`config.mk`:
```
export PLATFORM = sky130hd
export DESIGN_NAME = ccu_top
export DESIGN_NICKNAME = d
export VERILOG_FILES = /design/src/logic/ccu_pkg.sv /design/src/logic/ccu_ifs.sv /design/src/logic/ccu_req_intake.sv /design/src/logic/ccu_snoop_ctrl.sv /design/src/logic/ccu_read_return.sv /design/src/logic/ccu_top.sv
export SDC_FILE = /design/constraint.sdc
export NUM_CORES = 1
export LEC_CHECK = 0
export BUFFER_PORTS_ARGS = -buffer_cell sky130_fd_sc_hd__buf_2
export CORE_AREA = 8 8 212 214
export CTS_BUF_LIST = sky130_fd_sc_hd__clkbuf_8 sky130_fd_sc_hd__clkbuf_16
export CTS_CLUSTER_SIZE = 12
export DETAILED_ROUTE_END_ITERATION = 6
export DIE_AREA = 0 0 220 222
export HOLD_SLACK_MARGIN = 0.06
export SLEW_MARGIN = 20
export SYNTH_ARGS = -nofsm -noshare
export SYNTH_HDL_FRONTEND = slang
export SYNTH_SLANG_ARGS = --single-unit
```
`constraint.sdc`:
```
create_clock -name clk_i -period 7.25 [get_ports clk_i]
set_clock_uncertainty 0.15 [all_clocks]
set_input_delay 1.45 -clock clk_i [delete_from_list [all_inputs] [get_ports clk_i]]
set_output_delay 1.45 -clock clk_i [all_outputs]
set_load 0.01 [all_outputs]
```
`src/logic/ccu_pkg.sv`:
```
package ccu_pkg;

    // ------------------------------------------------------------
    // bus widths
    // ------------------------------------------------------------

    // request and memory address
    localparam int unsigned AddrWidth = 32;
    // one data beat
    localparam int unsigned DataWidth = 64;
    // transaction id
    localparam int unsigned IdWidth   = 4;

    // ------------------------------------------------------------
    // line geometry
    // ------------------------------------------------------------

    // beats per cache line
    localparam int unsigned LineWords       = 2;
    // address bit picking the critical word
    localparam int unsigned WordOffsetBit   = 3;
    // word index within a line
    localparam int unsigned LineIdxWidth    = $clog2(LineWords);
    // low address bits covered by one line
    localparam int unsigned LineOffsetWidth = WordOffsetBit + LineIdxWidth;

    typedef logic [AddrWidth-1:0] addr_t;
    typedef logic [DataWidth-1:0] data_t;
    typedef logic [IdWidth-1:0]   id_t;

    // word 0 sits at the lowest address of the line
    typedef data_t [LineWords-1:0] line_t;

    // ------------------------------------------------------------
    // snoop response flags
    // ------------------------------------------------------------

    typedef struct packed {
        logic data_transfer;
        logic error;
        logic is_shared;
        logic pass_dirty;
    } snoop_resp_t;

endpackage

```
`src/logic/ccu_ifs.sv`:
```
// read request from the holding buffer to the snoop FSM
interface ccu_req_if import ccu_pkg::*; ();

    logic  valid;
    logic  ready;
    addr_t addr;
    id_t   id;
    // high for a full line read, low for one word
    logic  whole_line;

    modport intake (
        output valid, addr, id, whole_line,
        input  ready
    );

    modport ctrl (
        input  valid, addr, id, whole_line,
        output ready
    );

endinterface

// snoop outcome handed to the return side
interface ccu_result_if import ccu_pkg::*; ();

    logic  valid;
    logic  ready;
    logic  hit;
    // only meaningful with hit
    line_t line;
    logic  shared;
    logic  dirty;
    addr_t addr;
    id_t   id;
    logic  whole_line;

    modport ctrl (
        output valid, hit, line, shared, dirty, addr, id, whole_line,
        input  ready
    );

    modport ret (
        input  valid, hit, line, shared, dirty, addr, id, whole_line,
        output ready
    );

endinterface

```
`src/logic/ccu_req_intake.sv`:
```
module ccu_req_intake import ccu_pkg::*; (
    input  logic     clk_i,
    input  logic     rst_ni,
    input  logic     req_valid_i,
    output logic     req_ready_o,
    input  addr_t    req_addr_i,
    input  id_t      req_id_i,
    input  logic     req_line_i,
    ccu_req_if.intake req
);

    logic  full_q;
    logic  full_d;
    logic  ready_q;
    logic  accept;
    logic  release_buf;

    addr_t addr_q;
    id_t   id_q;
    logic  line_q;

    assign accept      = req_valid_i & req_ready_o;
    assign release_buf = req.valid & req.ready;

    // ready comes from a flop so it stays low for the first cycle
    assign req_ready_o = ready_q;

    // held request towards the snoop side
    assign req.valid      = full_q;
    assign req.addr       = addr_q;
    assign req.id         = id_q;
    assign req.whole_line = line_q;

    // accept only when empty, release only when full
    always_comb begin : next_fill
        full_d = full_q;
        if (release_buf) begin
            full_d = 1'b0;
        end
        if (accept) begin
            full_d = 1'b1;
        end
    end

    always_ff @(posedge clk_i or negedge rst_ni) begin : fill_state
        if (!rst_ni) begin
            full_q  <= 1'b0;
            ready_q <= 1'b0;
        end else begin
            full_q  <= full_d;
            ready_q <= !full_d;
        end
    end

    always_ff @(posedge clk_i) begin : hold_request
        if (accept) begin
            addr_q <= req_addr_i;
            id_q   <= req_id_i;
            line_q <= req_line_i;
        end
    end

endmodule

```
`src/logic/ccu_snoop_ctrl.sv`:
```
module ccu_snoop_ctrl import ccu_pkg::*; #(
    parameter int unsigned NumSnoop     = 4,
    parameter int unsigned InitiatorIdx = 0
) (
    input  logic                       clk_i,
    input  logic                       rst_ni,
    ccu_req_if.ctrl                    req,
    ccu_result_if.ctrl                 res,
    output logic        [NumSnoop-1:0] ac_valid_o,
    input  logic        [NumSnoop-1:0] ac_ready_i,
    output addr_t                      ac_addr_o,
    input  logic        [NumSnoop-1:0] cr_valid_i,
    output logic        [NumSnoop-1:0] cr_ready_o,
    input  snoop_resp_t [NumSnoop-1:0] cr_resp_i,
    input  logic        [NumSnoop-1:0] cd_valid_i,
    output logic        [NumSnoop-1:0] cd_ready_o,
    input  data_t       [NumSnoop-1:0] cd_data_i,
    input  logic        [NumSnoop-1:0] cd_last_i
);

    localparam int unsigned PortIdxWidth = (NumSnoop > 1) ? $clog2(NumSnoop) : 1;
    // requester port counts as already snooped
    localparam logic [NumSnoop-1:0] SelfMask = NumSnoop'(1) << InitiatorIdx;

    typedef enum logic [2:0] {
        ST_IDLE,
        ST_SNOOP_REQ,
        ST_SNOOP_RESP,
        ST_SNOOP_DATA,
        ST_HANDOFF
    } snoop_state_e;

    snoop_state_e state_q, state_d;

    logic req_fire;
    logic capture;
    logic [NumSnoop-1:0] ac_fire, cr_fire, cd_fire;
    logic [NumSnoop-1:0] ac_done_q, cr_done_q, cd_done_q;
    // latched response flags per port
    logic [NumSnoop-1:0] has_data_q, error_q, shared_q, dirty_q;
    logic [NumSnoop-1:0] offer;
    logic [PortIdxWidth-1:0] first_idx;
    logic [LineIdxWidth-1:0] beat_q;

    addr_t addr_q;
    id_t   id_q;
    logic  line_req_q;
    line_t line_q;

    assign req_fire = req.valid & req.ready;
    assign ac_fire  = ac_valid_o & ac_ready_i;
    assign cr_fire  = cr_valid_i & cr_ready_o;
    assign cd_fire  = cd_valid_i & cd_ready_o;

    // errored data is drained but never used
    assign offer   = has_data_q & ~error_q;
    assign capture = (|offer) & cd_fire[first_idx];

    // lowest index with clean data wins
    always_comb begin : pick_first
        first_idx = '0;
        for (int i = NumSnoop - 1; i >= 0; i--) begin
            if (offer[i]) begin
                first_idx = PortIdxWidth'(i);
            end
        end
    end

    // ------------------------------------------------------------
    // channel handshakes
    // ------------------------------------------------------------

    assign req.ready  = (state_q == ST_IDLE);
    assign ac_addr_o  = addr_q;
    assign ac_valid_o = (state_q == ST_SNOOP_REQ)  ? ~ac_done_q : '0;
    assign cr_ready_o = (state_q == ST_SNOOP_RESP) ? ~cr_done_q : '0;
    assign cd_ready_o = (state_q == ST_SNOOP_DATA) ? (has_data_q & ~cd_done_q) : '0;

    assign res.valid      = (state_q == ST_HANDOFF);
    assign res.hit        = |offer;
    assign res.line       = line_q;
    assign res.shared     = |shared_q;
    assign res.dirty      = |dirty_q;
    assign res.addr       = addr_q;
    assign res.id         = id_q;
    assign res.whole_line = line_req_q;

    always_comb begin : next_state
        state_d = state_q;
        unique case (state_q)
            ST_IDLE: begin
                if (req_fire) begin
                    state_d = ST_SNOOP_REQ;
                end
            end
            ST_SNOOP_REQ: begin
                if ((ac_done_q | ac_fire) == '1) begin
                    state_d = ST_SNOOP_RESP;
                end
            end
            ST_SNOOP_RESP: begin
                if ((cr_done_q | cr_fire) == '1) begin
                    state_d = ST_SNOOP_DATA;
                end
            end
            // passes straight through when nobody offered data
            ST_SNOOP_DATA: begin
                if ((has_data_q & ~(cd_done_q | (cd_fire & cd_last_i))) == '0) begin
                    state_d = ST_HANDOFF;
                end
            end
            ST_HANDOFF: begin
                if (res.ready) begin
                    state_d = ST_IDLE;
                end
            end
            default: state_d = ST_IDLE;
        endcase
    end

    always_ff @(posedge clk_i or negedge rst_ni) begin : ctrl_regs
        if (!rst_ni) begin
            state_q    <= ST_IDLE;
            ac_done_q  <= '0;
            cr_done_q  <= '0;
            cd_done_q  <= '0;
            has_data_q <= '0;
            error_q    <= '0;
            shared_q   <= '0;
            dirty_q    <= '0;
            beat_q     <= '0;
        end else begin
            state_q <= state_d;
            if (req_fire) begin
                ac_done_q  <= SelfMask;
                cr_done_q  <= SelfMask;
                cd_done_q  <= '0;
                has_data_q <= '0;
                error_q    <= '0;
                shared_q   <= '0;
                dirty_q    <= '0;
                beat_q     <= '0;
            end else begin
                ac_done_q <= ac_done_q | ac_fire;
                cr_done_q <= cr_done_q | cr_fire;
                cd_done_q <= cd_done_q | (cd_fire & cd_last_i);
                for (int i = 0; i < NumSnoop; i++) begin
                    if (cr_fire[i]) begin
                        has_data_q[i] <= cr_resp_i[i].data_transfer;
                        error_q[i]    <= cr_resp_i[i].error;
                        shared_q[i]   <= cr_resp_i[i].is_shared;
                        dirty_q[i]    <= cr_resp_i[i].pass_dirty;
                    end
                end
                if (capture) begin
                    beat_q <= beat_q + 1'b1;
                end
            end
        end
    end

    // request fields and captured line
    always_ff @(posedge clk_i) begin : payload_regs
        if (req_fire) begin
            addr_q     <= req.addr;
            id_q       <= req.id;
            line_req_q <= req.whole_line;
        end
        if (capture) begin
            line_q[beat_q] <= cd_data_i[first_idx];
        end
    end

endmodule

```
`src/logic/ccu_read_return.sv`:
```
module ccu_read_return import ccu_pkg::*; (
    input  logic        clk_i,
    input  logic        rst_ni,
    ccu_result_if.ret   res,
    output logic        rsp_valid_o,
    input  logic        rsp_ready_i,
    output data_t       rsp_data_o,
    output id_t         rsp_id_o,
    output logic        rsp_last_o,
    output logic        rsp_shared_o,
    output logic        rsp_dirty_o,
    output logic        mem_ar_valid_o,
    input  logic        mem_ar_ready_i,
    output addr_t       mem_ar_addr_o,
    output logic [7:0]  mem_ar_len_o,
    input  logic        mem_r_valid_i,
    output logic        mem_r_ready_o,
    input  data_t       mem_r_data_i,
    input  logic        mem_r_last_i
);

    typedef enum logic [1:0] {
        RR_IDLE,
        RR_SNOOP_BEATS,
        RR_MEM_ADDR,
        RR_MEM_DATA
    } return_state_e;

    return_state_e state_q, state_d;

    logic [LineIdxWidth-1:0] beat_q;
    logic [LineIdxWidth-1:0] crit_idx;
    logic rsp_fire;
    logic rsp_done;

    assign crit_idx = res.addr[WordOffsetBit +: LineIdxWidth];
    assign rsp_fire = rsp_valid_o & rsp_ready_i;
    assign rsp_done = rsp_fire & rsp_last_o;

    // result stays valid and stable until the final beat goes out
    assign res.ready = rsp_done;

    assign rsp_id_o     = res.id;
    assign rsp_shared_o = res.shared;
    assign rsp_dirty_o  = res.dirty;

    // line reads start at the line boundary
    assign mem_ar_addr_o = res.whole_line
        ? {res.addr[AddrWidth-1:LineOffsetWidth], {LineOffsetWidth{1'b0}}}
        : res.addr;
    assign mem_ar_len_o  = res.whole_line ? 8'(LineWords - 1) : 8'd0;

    // ------------------------------------------------------------
    // response mux
    // ------------------------------------------------------------

    always_comb begin : drive_outputs
        rsp_valid_o    = 1'b0;
        rsp_data_o     = res.line[beat_q];
        rsp_last_o     = 1'b0;
        mem_ar_valid_o = 1'b0;
        mem_r_ready_o  = 1'b0;
        unique case (state_q)
            RR_SNOOP_BEATS: begin
                rsp_valid_o = 1'b1;
                if (res.whole_line) begin
                    rsp_data_o = res.line[beat_q];
                    rsp_last_o = (beat_q == LineIdxWidth'(LineWords - 1));
                end else begin
                    // critical word only
                    rsp_data_o = res.line[crit_idx];
                    rsp_last_o = 1'b1;
                end
            end
            RR_MEM_ADDR: begin
                mem_ar_valid_o = 1'b1;
            end
            // memory beats pass straight through
            RR_MEM_DATA: begin
                rsp_valid_o   = mem_r_valid_i;
                mem_r_ready_o = rsp_ready_i;
                rsp_data_o    = mem_r_data_i;
                rsp_last_o    = mem_r_last_i;
            end
            default: ;
        endcase
    end

    always_comb begin : next_state
        state_d = state_q;
        unique case (state_q)
            RR_IDLE: begin
                if (res.valid) begin
                    state_d = res.hit ? RR_SNOOP_BEATS : RR_MEM_ADDR;
                end
            end
            RR_SNOOP_BEATS, RR_MEM_DATA: begin
                if (rsp_done) begin
                    state_d = RR_IDLE;
                end
            end
            RR_MEM_ADDR: begin
                if (mem_ar_ready_i) begin
                    state_d = RR_MEM_DATA;
                end
            end
            default: state_d = RR_IDLE;
        endcase
    end

    always_ff @(posedge clk_i or negedge rst_ni) begin : ret_regs
        if (!rst_ni) begin
            state_q <= RR_IDLE;
            beat_q  <= '0;
        end else begin
            state_q <= state_d;
            if (state_q == RR_SNOOP_BEATS && rsp_fire) begin
                beat_q <= rsp_last_o ? '0 : beat_q + 1'b1;
            end
        end
    end

endmodule

```
`src/logic/ccu_top.sv`:
```
module ccu_top import ccu_pkg::*; #(
    parameter int unsigned NumSnoop     = 4,
    parameter int unsigned InitiatorIdx = 0
) (
    input  logic                       clk_i,
    input  logic                       rst_ni,
    // request in
    input  logic                       req_valid_i,
    output logic                       req_ready_o,
    input  addr_t                      req_addr_i,
    input  id_t                        req_id_i,
    input  logic                       req_line_i,
    // response out
    output logic                       rsp_valid_o,
    input  logic                       rsp_ready_i,
    output data_t                      rsp_data_o,
    output id_t                        rsp_id_o,
    output logic                       rsp_last_o,
    output logic                       rsp_shared_o,
    output logic                       rsp_dirty_o,
    // snooped caches
    output logic        [NumSnoop-1:0] ac_valid_o,
    input  logic        [NumSnoop-1:0] ac_ready_i,
    output addr_t                      ac_addr_o,
    input  logic        [NumSnoop-1:0] cr_valid_i,
    output logic        [NumSnoop-1:0] cr_ready_o,
    input  snoop_resp_t [NumSnoop-1:0] cr_resp_i,
    input  logic        [NumSnoop-1:0] cd_valid_i,
    output logic        [NumSnoop-1:0] cd_ready_o,
    input  data_t       [NumSnoop-1:0] cd_data_i,
    input  logic        [NumSnoop-1:0] cd_last_i,
    // memory read
    output logic                       mem_ar_valid_o,
    input  logic                       mem_ar_ready_i,
    output addr_t                      mem_ar_addr_o,
    output logic [7:0]                 mem_ar_len_o,
    input  logic                       mem_r_valid_i,
    output logic                       mem_r_ready_o,
    input  data_t                      mem_r_data_i,
    input  logic                       mem_r_last_i
);

    ccu_req_if    u_req_if ();
    ccu_result_if u_res_if ();

    ccu_req_intake u_req_intake (
        .clk_i       (clk_i),
        .rst_ni      (rst_ni),
        .req_valid_i (req_valid_i),
        .req_ready_o (req_ready_o),
        .req_addr_i  (req_addr_i),
        .req_id_i    (req_id_i),
        .req_line_i  (req_line_i),
        .req         (u_req_if.intake)
    );

    ccu_snoop_ctrl #(
        .NumSnoop     (NumSnoop),
        .InitiatorIdx (InitiatorIdx)
    ) u_snoop_ctrl (
        .clk_i      (clk_i),
        .rst_ni     (rst_ni),
        .req        (u_req_if.ctrl),
        .res        (u_res_if.ctrl),
        .ac_valid_o (ac_valid_o),
        .ac_ready_i (ac_ready_i),
        .ac_addr_o  (ac_addr_o),
        .cr_valid_i (cr_valid_i),
        .cr_ready_o (cr_ready_o),
        .cr_resp_i  (cr_resp_i),
        .cd_valid_i (cd_valid_i),
        .cd_ready_o (cd_ready_o),
        .cd_data_i  (cd_data_i),
        .cd_last_i  (cd_last_i)
    );

    ccu_read_return u_read_return (
        .clk_i          (clk_i),
        .rst_ni         (rst_ni),
        .res            (u_res_if.ret),
        .rsp_valid_o    (rsp_valid_o),
        .rsp_ready_i    (rsp_ready_i),
        .rsp_data_o     (rsp_data_o),
        .rsp_id_o       (rsp_id_o),
        .rsp_last_o     (rsp_last_o),
        .rsp_shared_o   (rsp_shared_o),
        .rsp_dirty_o    (rsp_dirty_o),
        .mem_ar_valid_o (mem_ar_valid_o),
        .mem_ar_ready_i (mem_ar_ready_i),
        .mem_ar_addr_o  (mem_ar_addr_o),
        .mem_ar_len_o   (mem_ar_len_o),
        .mem_r_valid_i  (mem_r_valid_i),
        .mem_r_ready_o  (mem_r_ready_o),
        .mem_r_data_i   (mem_r_data_i),
        .mem_r_last_i   (mem_r_last_i)
    );

endmodule

```
======== After elaboration in Yosys (flattened, before gate mapping) ========
Index checks and enable logic that the tools add are counted.
cells by class
  $lt $le $gt $ge ......................... 5
  equality and inequality tests ........... 17
  $add $sub $neg .......................... 2
  div/mod/pow operators ................... 0
  mux-type cells .......................... 66
  shift operators ......................... 0
  multiply operators ...................... 0
  reduce and logical (&&, ||, !) cells .... 17
  bitwise gates (word level) .............. 20
operators by type and width
  cell                                                 count
  two-way mux 64 bit                                   7
  binary-select mux 64 bit (select 2 bit)              1
  bitwise mux 128 bit                                  1
  case mux 64 bit (2 select lines)                     1
  demux 64 bit (select 1 bit)                          1
  two-way mux 4 bit                                    11
  AND 4 bit                                            7
  two-way mux 1 bit                                    26
  inverter 4 bit                                       5
  two-way mux 2 bit                                    8
  two-way mux 3 bit                                    5
  case mux 3 bit (5 select lines)                      1
  != test 2 bit, second input constant                 6
  bitwise OR 4 bit                                     3
  OR reduction 4 bit                                   3
  nonzero test 2 bit                                   5
  equality test 4 bit, second input constant           2
  equality test 3 x 2 -> 1 bit, second input constant  2
  < comparator 1 x 2 -> 1 bit, second input constant   3
  case mux 2 bit (3 select lines)                      1
  AND 1 bit                                            5
  AND reduction 5 bit                                  1
  equality test 2 bit, second input constant           2
  logical NOT 4 bit                                    1
  other kinds (15)                                     19
word-level totals
  output and inout bits ................... 159
  memories ................................ 0
  memory bits (writable) .................. 0
  bits in registers ....................... 239
  bits of input ports ..................... 396
  latch bits .............................. 0
  memory bits (read-only) ................. 0

======== Longest topological paths before layout ========
Gate-level depths: netlist of the first run.
  depth after elaboration ................. 11
  depth in mapped cells ................... 8
  mapped depth without buffers ............ 6

======== Cells and area by module ========
From an unflattened synthesis of the first run, not the netlist that was laid out.
unflattened totals
  cells, all modules ...................... 1008
  area total of the unflattened synthesis .. 13309.0 um2
modules (own cells, without submodules)
  module           cells each  sequential area each (um2)  instances  area each (um2)
  ccu_snoop_ctrl   597         5755.5                      1          8882.3
  ccu_read_return  367         75.1                        1          3241.9
  ccu_req_intake   44          1161.1                      1          1184.9

======== Least setup slack after synthesis of the first run ========
OpenSTA, ideal clock, no wires.
  path kind ............................... in2reg
  from .................................... input port cd_valid_i[3]
  to ...................................... register u_snoop_ctrl.line_q (netlist bit u_snoop_ctrl.res.line[0]) (enable)
  setup slack ............................. 2.149 ns
  cell stages on the path ................. 4
  data arrival time ....................... 4.464 ns
  buffers on the path ..................... 0
  required time ........................... 6.614 ns
  setup time .............................. 0.486 ns
  path through ............................ nand3_1 mux2i_1 o22ai_1 nor2_1
on the way
  word-level cells in the longest chain between the ends .. 4
RTL lines
  what                                     line                   RTL
  from (decl)                              ccu_top.sv:28          input logic [NumSnoop-1:0] cd_valid_i,
  AND 4 bit                                ccu_snoop_ctrl.sv:53   assign cd_fire = cd_valid_i & cd_ready_o;
  binary-select mux 1 bit (select 2 bit)   ccu_snoop_ctrl.sv:57   assign capture = (|offer) & cd_fire[first_idx];
  two-way mux 1 bit (implied by the code)  ccu_snoop_ctrl.sv:57
  AND 1 bit                                ccu_snoop_ctrl.sv:57
  to (signal, indexed assignment)          ccu_snoop_ctrl.sv:170  line_q[beat_q] <= cd_data_i[first_idx];
  to (decl)                                ccu_snoop_ctrl.sv:48   line_t line_q;
No other way between the ends. The select of a mux whose other input is x is not followed.
A chain may end at the register's enable or synchronous reset.

======== Worst setup path after layout of the first run ========
  from .................................... register u_read_return.state_q[1]
  to ...................................... output port rsp_data_o[24]
on the way
  word-level cells in the longest chain between the ends .. 2
  elaborated cells between the ends (all ways) .. 3
RTL lines
  what                                                                 line                    RTL
  from (decl)                                                          ccu_read_return.sv:29   return_state_e state_q, state_d;
  from (signal assigned)                                               ccu_read_return.sv:116  state_q <= state_d;
  equality test 2 bit or equality test 2 x 1 -> 1 bit (tied branches)  ccu_read_return.sv:63   unique case (state_q)
  case mux 64 bit (2 select lines) *                                   ccu_read_return.sv:63
  to (decl)                                                            ccu_top.sv:16           output data_t rsp_data_o,
Mark *: on every way between the ends. The rest lies on a longest branch, timed or not.

==> results of run 1 <==
-- through the flow --
stage	hold WS [ns]	setup slack, ns	util, %
2_1_floorplan	0.250	2.15	-
3_3_place_gp	0.251	3.15	37.4
3_5_place_dp	0.255	3.13	37.4
4_1_cts	0.264	2.52	39.4
5_1_grt	0.269	2.40	39.4
6_report	0.263	2.68	39.5
-- synthesized netlist by cell type (4+ instances only) --
cell | number | share of area, %
dfrtp_1 | 37 | 7.4
a211oi_1 | 64 | 3.8
a31oi_1 | 69 | 3.4
nor2_1 | 94 | 2.8
mux2i_1 | 131 | 10
nand3_1 | 29 | 1.2
buf_1 | 18 | 0.54
o21ai_1 | 67 | 2.7
and2_1 | 32 | 1.6
edfxtp_1 | 202 | 48
nand2b_1 | 4 | 0.20
clkbuf_1 | 46 | 1.4
nand2_1 | 163 | 4.9
o21ai_0 | 4 | 0.16
buf_2 | 16 | 0.64
and2_0 | 35 | 1.7
a21oi_1 | 74 | 3.0
buf_4 | 38 | 2.3
nor2b_1 | 11 | 0.55
o22ai_1 | 5 | 0.25
inv_1 | 4 | 0.12
-- logic make-up after synthesis --
| group | count (synthesis) |
|---|---|
| DFF | 239 |
| buffers and inverters | 125 |
| muxes | 133 |
| AOI/OAI and AO/OA | 294 |
| other | 1 |
| and+or+nand+nor | 384 |
-- worst register-to-register path: stages, from the launching register on --
cell	delay, ns
dfrtp_1	0.39
nand2b_1	0.12
a31oi_1	0.14
nor2_4	0.35
buf_4	0.52
mux2i_1	0.28
o22ai_1	0.24
nor2_4	0.50
buf_4	0.67
-- worst paths after layout --
| path | startpoint | endpoint |
|---|---|---|
| min in group asynchronous | rst_ni | u_snoop_ctrl.state_q[1] |
| worst max-delay path | u_read_return.state_q[1] | rsp_data_o[24] |
| worst min-delay path | u_req_intake.req.addr[20] | u_snoop_ctrl.ac_addr_o[20] |
| worst min register to register | u_req_intake.req.addr[20] | u_snoop_ctrl.ac_addr_o[20] |
| worst max register to register | u_snoop_ctrl.has_data_q[2] | u_snoop_ctrl.res.line[40] |
| max in group asynchronous | rst_ni | u_read_return.beat_q |
-- cell type report --
cell class | instances | area share, %
flip-flops and latches | 239 | 42.7
multi-input cells | 818 | 30.5
repair buffers | 561 | 17.4
clock buffers | 29 | 4.30
well taps | 539 | 4.12
clock inverters | 21 | 0.741
inverters | 7 | 0.161
diodes | 5 | 0.0764
-- cell usage in the layout (no fill, tap or decap), types with 2 or more instances in the layout --
cell,Yosys,final
conb_1,1,7
o21ai_0,4,4
nand3_1,29,29
mux2_1,2,2
nor2_1,94,91
nand2_1,163,163
o21ai_1,67,67
a31oi_1,69,69
inv_2,3,3
nor2b_1,11,10
dfrtp_1,37,36
and2_1,32,31
or2_1,2,2
nor2_4,0,3
a21oi_1,74,74
nand2b_1,4,3
clkinv_2,0,3
and2_0,35,35
clkbuf_16,0,27
mux2i_1,131,131
diode_2,0,5
nor3b_2,2,2
o22ai_1,5,5
clkinv_1,0,2
a211oi_1,64,64
clkinvlp_4,0,2
inv_1,4,16
o21ai_4,2,2
or3_1,2,2
edfxtp_1,202,202
or4_1,2,2
buf_2,16,547
clkbuf_8,0,2
buf_4,38,14
-- per-layer routing --
layer,track usage (%),up-vias
met1,20.3,5144
met3,4.20,62
met2,31.8,452
li1,-,5214
met5,0,-
met4,4.15,4
-- where the power goes --
part           switching (mW)  total (mW)  internal [mW]
Clock                   0.524        1.25          0.728
Sequential              0.165        2.16           1.99
Combinational            2.27        3.45           1.18
Total                    2.96        6.86           3.90
-- registers in the layout, summed over array words and instances (netlist names) --
signal                       cells
u_req_intake.req.id              4
u_snoop_ctrl.ac_addr_o          32
u_req_intake.req.valid           1
u_snoop_ctrl.cd_done_q           4
u_snoop_ctrl.cr_done_q           4
u_snoop_ctrl.state_q             3
u_req_intake.req.whole_line      1
u_snoop_ctrl.beat_q              1
u_snoop_ctrl.has_data_q          4
u_snoop_ctrl.res.id              4
u_snoop_ctrl.error_q             4
u_read_return.state_q            2
u_snoop_ctrl.shared_q            4
u_req_intake.req.addr           32
u_read_return.beat_q             1
u_req_intake.req_ready_o         1
u_snoop_ctrl.res.whole_line      1
u_snoop_ctrl.res.line          128
u_snoop_ctrl.dirty_q             4
u_snoop_ctrl.ac_done_q           4
==> reports/qor.txt, run 1 <==
Maximum clock path buffer count = 3
Overall routing resource usage = 17.5%
Area taken by flip-flops and latches = 0.00700 mm^2
Final Power = 6.86 mW
DR top layer = met5
Leak = 7.02 nW
Xor/xnor share of the synthesized area = 0%
Metal-1 WL = 18,100 um
Arrival @ worst endpoint = 2.97 ns
Largest net degree at the start of global routing = 68
Worst IR Drop VDD = 0.245 mV
Final non-filler cell total = 2,219
Area of the multi-input gates = 0.00499 mm^2
Largest fanout on the critical path = 37
Largest stage delay on the critical path = 0.78 ns
CP Cell Sequence = inv_2, a21boi_4, buf_4, nor2_1, a21oi_1, o21ai_1, buf_2
Met2 wire len = 23,100 um
Post-synthesis instance total = 1,176
DP HPWL = 35,400 um
Root buffer cell = clkbuf_16
DR iter-0 viols = 677
Critical path class = reg -> out
Initial Util = 30.2%
Final #Nets = 2,050
Final Hold Vio Count = 0
Worst Path Required = 5.65 ns
CTS Sinks = 239
Cell count along the critical path = 7
Adder-Cell Fraction of Synth Area = 0%
CTS buffer count = 27
Distinct cells, synth = 45
Cts hold-fix bufs = 0
Slew margin rel. = 27.5%
Drt pass-1 iters = 5
Antenna viol nets, final = 0
Post-synth ARST share = 15.5%
CP max stage cell = a21boi_4
H-tree levels = 1
Number of enable flip-flop cells after synthesis = 202
Worst setup EP type = output pin
Simple-gate share of the synthesized area = 14.1%
Final WL = 45,900 um
Synthesized flop and latch total = 239
CP Launch Type = register
R2R cell count = 8
Post-Syn Area per Cell = 10.7 um^2
Dominant synthesized flop cell = edfxtp_1
Fill cells = 4,150
Tmin final = 4.57 ns
Core Region = 0.0415 mm^2
Status = finished clean
Fmax = 219 MHz
Hold WC Path Type = reg -> reg
Final RePlAce weighted congestion = 0.924
Crit path max-delay family = compound AO/OA/AOI/OAI gates
Postcts setup bufs = 0
Flop-to-flop setup slack = 3.47 ns
Setup TNS Final = 0 ns
Post-route cell area = 0.0164 mm^2
Cell area after synthesis = 0.0125 mm^2
Area grow syn2layout = 30.5%
CTS tree = yes
Synth warnings = 0
Die Ht = 222 um
Number of global-route vias before repair = 11,300
Met3 WL = 3790 um
Placed Area = 0.0155 mm^2
Largest family of logic cells by synthesized area = compound AO/OA/AOI/OAI gates
Final Max Tran Viols = 0
Synth Area in Compound Gates = 14.5%
Antenna violations before repair = 6
Maxcap violations = 0
Fin crit share = 63.0%
Worst-Margin Slew = 1.08 ns
Layout cells sized above 1 = 37.1%
Die ar. = 0.0488 mm^2
Worst Path Buf+Inv = 3
Worst hold stages = 0
Grt total ovfl = 0
Placed Instances = 2,164
Reg clk slew, reported paths = 0.06 ns
Via-to-Cell Ratio = 4.90
Register area share after synthesis = 55.7%
Clock latency reported for the late side of the worst-skew pair = 0.54 ns
Endpoints failing setup = 0
# port buffers = 547
First-pass GRT wire length = 66,800 um
Via count = 10,900
Avg WL per Cell = 20.7 um
Power Dens Cells = 419 mW/mm^2
Rows = 75
DRC errors left = 0
Mux cell area share after synthesis = 10.6%
# IOs = 555
Die Wd = 220 um
RSZ-0062 raised after global routing = no
CTS-repair resized insts = 0
No activity file was read; power rests on OpenSTA's default activity.
==> run 2, diff against run 1 <==
CORE_AREA = 8 8 207 209   (was 8 8 212 214)
DIE_AREA = 0 0 215 217   (was 0 0 220 222)
clock period = 4 ns   (was 7.25 ns; I/O delays follow)
==> reports/qor.txt, run 2 (synthesized netlist as in run 1, its figures left out) <==
Final Power = 12.6 mW (+84%)
Placed Instances = 2,166 (+0.092%)
Core Region = 0.0395 mm^2 (-4.9%)
Placed Area = 0.0158 mm^2 (+1.5%)
Via count = 11,000 (+1.5%)
Largest fanout on the critical path = 29 (-22%)
Commonest non-fill, non-tap cell in the layout = buf_2
Overall routing resource usage = 18.4% (+0.90 points)
Cts hold-fix bufs = 0 (unchanged)
Fin crit share = 89.9%
Via-to-Cell Ratio = 4.99 (+1.7%)
Power share of the combinational group = 51.0% (+0.7 points)
Avg WL per Cell = 20.7 um (-0.16%)
CTS-repair resized insts = 0 (unchanged)
# port buffers = 547 (unchanged)
Worst Slack Setup Final = 0.405 ns (-2.28 ns)
Arrival @ worst endpoint = 2.65 ns (-0.32 ns)
Area of the multi-input gates = 0.00499 mm^2 (about the same)
Die ar. = 0.0467 mm^2 (-4.5%)
Die Ht = 217 um (-2.3%)
CP Launch Type = register
Clock power share = 17.8% (-0.5 points)
Final Max Tran Viols = 0 (unchanged)
Slew margin rel. = 33.8% (+6.3 points)
DRC errors left = 0 (unchanged)
Hold WC Path Type = in -> async
Number of global-route vias before repair = 11,500 (+1.9%)
Leak = 7.13 nW (+1.5%)
Reg power frac = 31.2% (-0.3 points)
Worst-Margin Slew = 0.991 ns (-0.0914 ns)
Endpoints failing setup = 0 (unchanged)
Final Hold Vio Count = 0 (unchanged)
Reg clk slew, reported paths = 0.06 ns (about the same)
Initial Util = 31.8% (+1.5 points)
H-tree levels = 1 (unchanged)
Final RePlAce weighted congestion = 0.918 (-0.69%)
Internal = 7.24 mW (+85%)
Maxcap violations = 0 (unchanged)
Antenna viol nets, final = 0 (unchanged)
Switching Power = 5.38 mW (+82%)
Power Dens Cells = 761 mW/mm^2 (+82%)
Layout cells sized above 1 = 37.6% (+0.57 points)
Area grow syn2layout = 32.2%
Fmax = 278 MHz
First-pass GRT wire length = 67,900 um (+1.5%)
Switching part of the total power = 42.6% (-0.47 points)
Maximum clock path buffer count = 3 (unchanged)
Die Wd = 215 um (-2.3%)
Tmin final = 3.60 ns
DP HPWL = 35,600 um (+0.43%)
Rows = 73 (-2.7%)
RSZ-0062 raised after global routing = no
CTS Sinks = 239 (unchanged)
Final non-filler cell total = 2,213 (-0.27%)
CTS buffer count = 26 (-3.7%)
Drt pass-1 iters = 6 (+1)
Post-route cell area = 0.0166 mm^2 (+1.3%)
Worst setup EP type = output pin
CTS tree = yes
Postcts setup bufs = 0 (unchanged)
Largest net degree at the start of global routing = 129 (+90%)
Root buffer cell = clkbuf_16
DR iter-0 viols = 754 (+11%)
Antenna violations before repair = 5 (-1)
Area taken by flip-flops and latches = 0.00700 mm^2 (unchanged)
Status = finished clean
Worst Path Required = 3.05 ns (-2.60 ns)
Final WL = 45,700 um (-0.43%)
Critical path class = reg -> out
Most frequent cells in the layout = 547 x buf_2, 202 x edfxtp_1, 163 x nand2_1
Final #Nets = 2,065 (+0.73%)
Pre-CTS setup slack = 0.938 ns (-2.20 ns)
Grt total ovfl = 0 (unchanged)
Worst IR Drop VDD = 0.448 mV (+83%)
# IOs = 555 (unchanged)
Max FFs per register = 128 (unchanged)
Final hold slack = 0.201 ns (-0.0627 ns)
Clock latency reported for the late side of the worst-skew pair = 0.55 ns (about the same)
Fill cells = 3,879 (-6.5%)
-- run 2: cell types whose count changed in the layout (fill, tap and decap cells not counted) --
cell / before / now
inv_6: 1 / 0
clkinv_1: 2 / 3
diode_2: 5 / 1
and2_4: 1 / 0
buf_4: 14 / 20
clkbuf_8: 2 / 1
buf_12: 0 / 10
inv_1: 16 / 13
clkinv_16: 0 / 1
clkinvlp_4: 2 / 1
and2_2: 0 / 1
-- run 2: per-stage QoR --
stage               TNS (ns)  util (%)
finish                     0      42.0
global route               0      42.0
CTS                        0      42.0
detailed placement         0      39.9
global placement           0      39.9
floorplan             -93.91         -
-- run 2: per-layer routing --
metal / global-route usage, % / up-vias / wire length (um)
met5: 0 / - / 66
met4: 5.97 / 10 / 1500
met3: 4.97 / 86 / 3440
met2: 33.0 / 489 / 22800
met1: 21.1 / 5198 / 17900
li1: - / 5251 / -
-- run 2: layout make-up --
cell class              count  share of cell area (%)
flip-flops and latches    239                    42.2
multi-input cells         818                    30.1
repair buffers            577                    18.6
clock buffers              28                    4.16
well taps                 525                    3.96
clock inverters            18                   0.770
inverters                   7                   0.159
diodes                      1                  0.0151
-- run 2: worst max-delay path: stages (launching register included) --
cell and delay, ns:
dfrtp_1 0.57, and2_2 0.67, buf_4 0.45, a21oi_1 0.11, o21ai_1 0.09, buf_2 0.18
-- run 2: worst paths after layout --
check,startpoint,endpoint,slack (ns),cells after the start
worst min register to register,u_req_intake.req.addr[24],u_snoop_ctrl.ac_addr_o[24],0.26,0
worst max register to register,u_snoop_ctrl.state_q[2],u_snoop_ctrl.res.line[73],1.16,7
worst min-delay path,rst_ni,u_snoop_ctrl.ac_done_q[3],0.20,1
min in group clk_i,u_req_intake.req.addr[24],u_snoop_ctrl.ac_addr_o[24],0.26,0
max in group asynchronous,rst_ni,u_read_return.beat_q,2.87,1
worst max-delay path,u_read_return.state_q[0],rsp_data_o[37],0.40,5
-- run 2: power groups by stage --
stage	clock network, mW	registers [mW]	logic, mW
floorplan	0	3.85	4.15
global placement	0	3.98	6.44
detailed placement	0	4.00	6.52
CTS	2.32	3.95	6.54
global route	2.41	3.99	7.05
finish	2.25	3.94	6.43
==> run 3, diff against run 2 <==
REMOVE_ABC_BUFFERS = 1   (was not set)
==> reports/qor.txt, run 3 (synthesized netlist as in run 1, its figures left out) <==
Status = finished clean
Slew margin rel. = 34.5% (+0.63 points)
# IOs = 555 (unchanged)
Worst setup EP type = output pin
Setup TNS Final = 0 ns (unchanged)
Placed Instances = 2,155 (-0.51%)
Worst-Margin Slew = 0.981 ns (-0.00951 ns)
Final Util = 41.7% (-0.29 points)
Maxcap violations = 0 (unchanged)
Overall routing resource usage = 17.8% (-0.60 points)
RSZ-0062 raised after global routing = no
Fmax = 288 MHz (+3.7%)
Hold WC Path Type = in -> async
Area grow syn2layout = 31.3%
Drt pass-1 iters = 6 (unchanged)
Initial Util = 31.8% (unchanged)
Critical path class = reg -> out
CP Launch Type = register
Final Hold Vio Count = 0 (unchanged)
Maximum clock path buffer count = 3 (unchanged)
Grt total ovfl = 0 (unchanged)
Reg clk slew, reported paths = 0.06 ns (about the same)
Number of global-route vias before repair = 11,200 (-2.8%)
DR iter-0 viols = 536 (-29%)
Worst IR Drop VDD = 0.552 mV (+23%)
Fill cells = 3,864 (-0.39%)
Cts hold-fix bufs = 0 (unchanged)
Final #Nets = 2,055 (-0.48%)
Layout cells sized above 1 = 37.4% (-0.24 points)
First-pass GRT wire length = 66,000 um (-2.8%)
CTS Sinks = 239 (unchanged)
Arrival @ worst endpoint = 2.52 ns (-0.13 ns)
Die Ht = 217 um (unchanged)
Commonest non-fill, non-tap cell in the layout = buf_2
Endpoints failing setup = 0 (unchanged)
CTS-repair resized insts = 0 (unchanged)
Final RePlAce weighted congestion = 0.885 (-3.5%)
Final non-filler cell total = 2,206 (-0.32%)
Antenna violations before repair = 8 (+3)
Die ar. = 0.0467 mm^2 (unchanged)
Via-to-Cell Ratio = 4.97 (-0.29%)
Most frequent cells in the layout = 547 x buf_2, 202 x edfxtp_1, 163 x nand2_1
DP HPWL = 33,700 um (-5.2%)
Antenna viol nets, final = 0 (unchanged)
CTS buffer count = 27 (+3.8%)
# port buffers = 547 (unchanged)
Worst Path Required = 3.05 ns (about the same)
CTS tree = yes
Postcts setup bufs = 0 (unchanged)
Leak = 7.08 nW (-0.72%)
H-tree levels = 1 (unchanged)
Power Dens Cells = 757 mW/mm^2 (-0.56%)
Avg WL per Cell = 20.1 um (-2.7%)
Root buffer cell = clkbuf_16
Area taken by flip-flops and latches = 0.00700 mm^2 (unchanged)
Final WL = 44,300 um (-3.0%)
Largest net degree at the start of global routing = 79 (-39%)
Final Max Tran Viols = 0 (unchanged)
Max FFs per register = 128 (unchanged)
Fin crit share = 86.7% (-3.2 points)
Via count = 11,000 (-0.61%)
Final Power = 12.5 mW (-1.2%)
Area of the multi-input gates = 0.00499 mm^2 (about the same)
Clock latency reported for the late side of the worst-skew pair = 0.53 ns (-0.02 ns)
Core Region = 0.0395 mm^2 (unchanged)
Rows = 73 (unchanged)
DRC errors left = 0 (unchanged)
Die Wd = 215 um (unchanged)
Largest fanout on the critical path = 15 (-48%)
Tmin final = 3.47 ns (-0.127 ns)
-- run 3: metrics by stage --
step,worst slack (ns),hold slack [ns],instance area [um^2]
2_1_floorplan,-5.15,0.250,12000
3_3_place_gp,1.08,0.251,15600
3_5_place_dp,1.03,0.255,15600
4_1_cts,0.457,0.237,16500
5_1_grt,0.322,0.249,16500
6_report,0.532,0.236,16500
-- run 3: power by group --
part / switching, mW / internal [mW] / total (mW) / leakage, nW
sequential: 0.311 / 3.61 / 3.92 / 2.32
combinational: 3.98 / 2.22 / 6.20 / 4.30
clock: 0.951 / 1.38 / 2.33 / 0.456
-- run 3: per-layer routing --
metal	part of all wire, %	GRT usage, %	up-vias
met5	0.11	0	-
met4	2.7	4.95	8
met3	7.4	4.77	74
met2	49	31.7	484
met1	40	21.0	5173
li1	-	-	5228
-- run 3: worst paths after layout --
path | from | end | cells past startpoint | slack (ns)
hold reg to reg | u_req_intake.req.addr[15] | u_snoop_ctrl.ac_addr_o[15] | 0 | 0.26
min in group clk_i | u_req_intake.req.addr[15] | u_snoop_ctrl.ac_addr_o[15] | 0 | 0.26
setup / recovery | u_read_return.state_q[1] | rsp_data_o[6] | 7 | 0.53
setup reg to reg | u_snoop_ctrl.has_data_q[0] | u_snoop_ctrl.res.line[38] | 7 | 1.16
max in group asynchronous | rst_ni | u_read_return.beat_q | 1 | 2.84
hold / removal | rst_ni | u_snoop_ctrl.dirty_q[1] | 1 | 0.24
-- run 3: final cells by class --
type,instances,share of cell area (%)
sequential,239,42.5
multi-input combinational,818,30.3
timing repair buffer,566,17.9
clock buffer,29,4.27
tap,525,3.99
clock inverter,20,0.866
inverter,7,0.160
antenna,2,0.0304
-- run 3: worst max-delay path, stage by stage, from the launching register on --
cell      delay (ns)
dfrtp_1         0.48
inv_2           0.11
a21boi_4        0.57
buf_4           0.35
nor2_1          0.09
a21oi_1         0.12
o21ai_1         0.09
buf_2           0.18
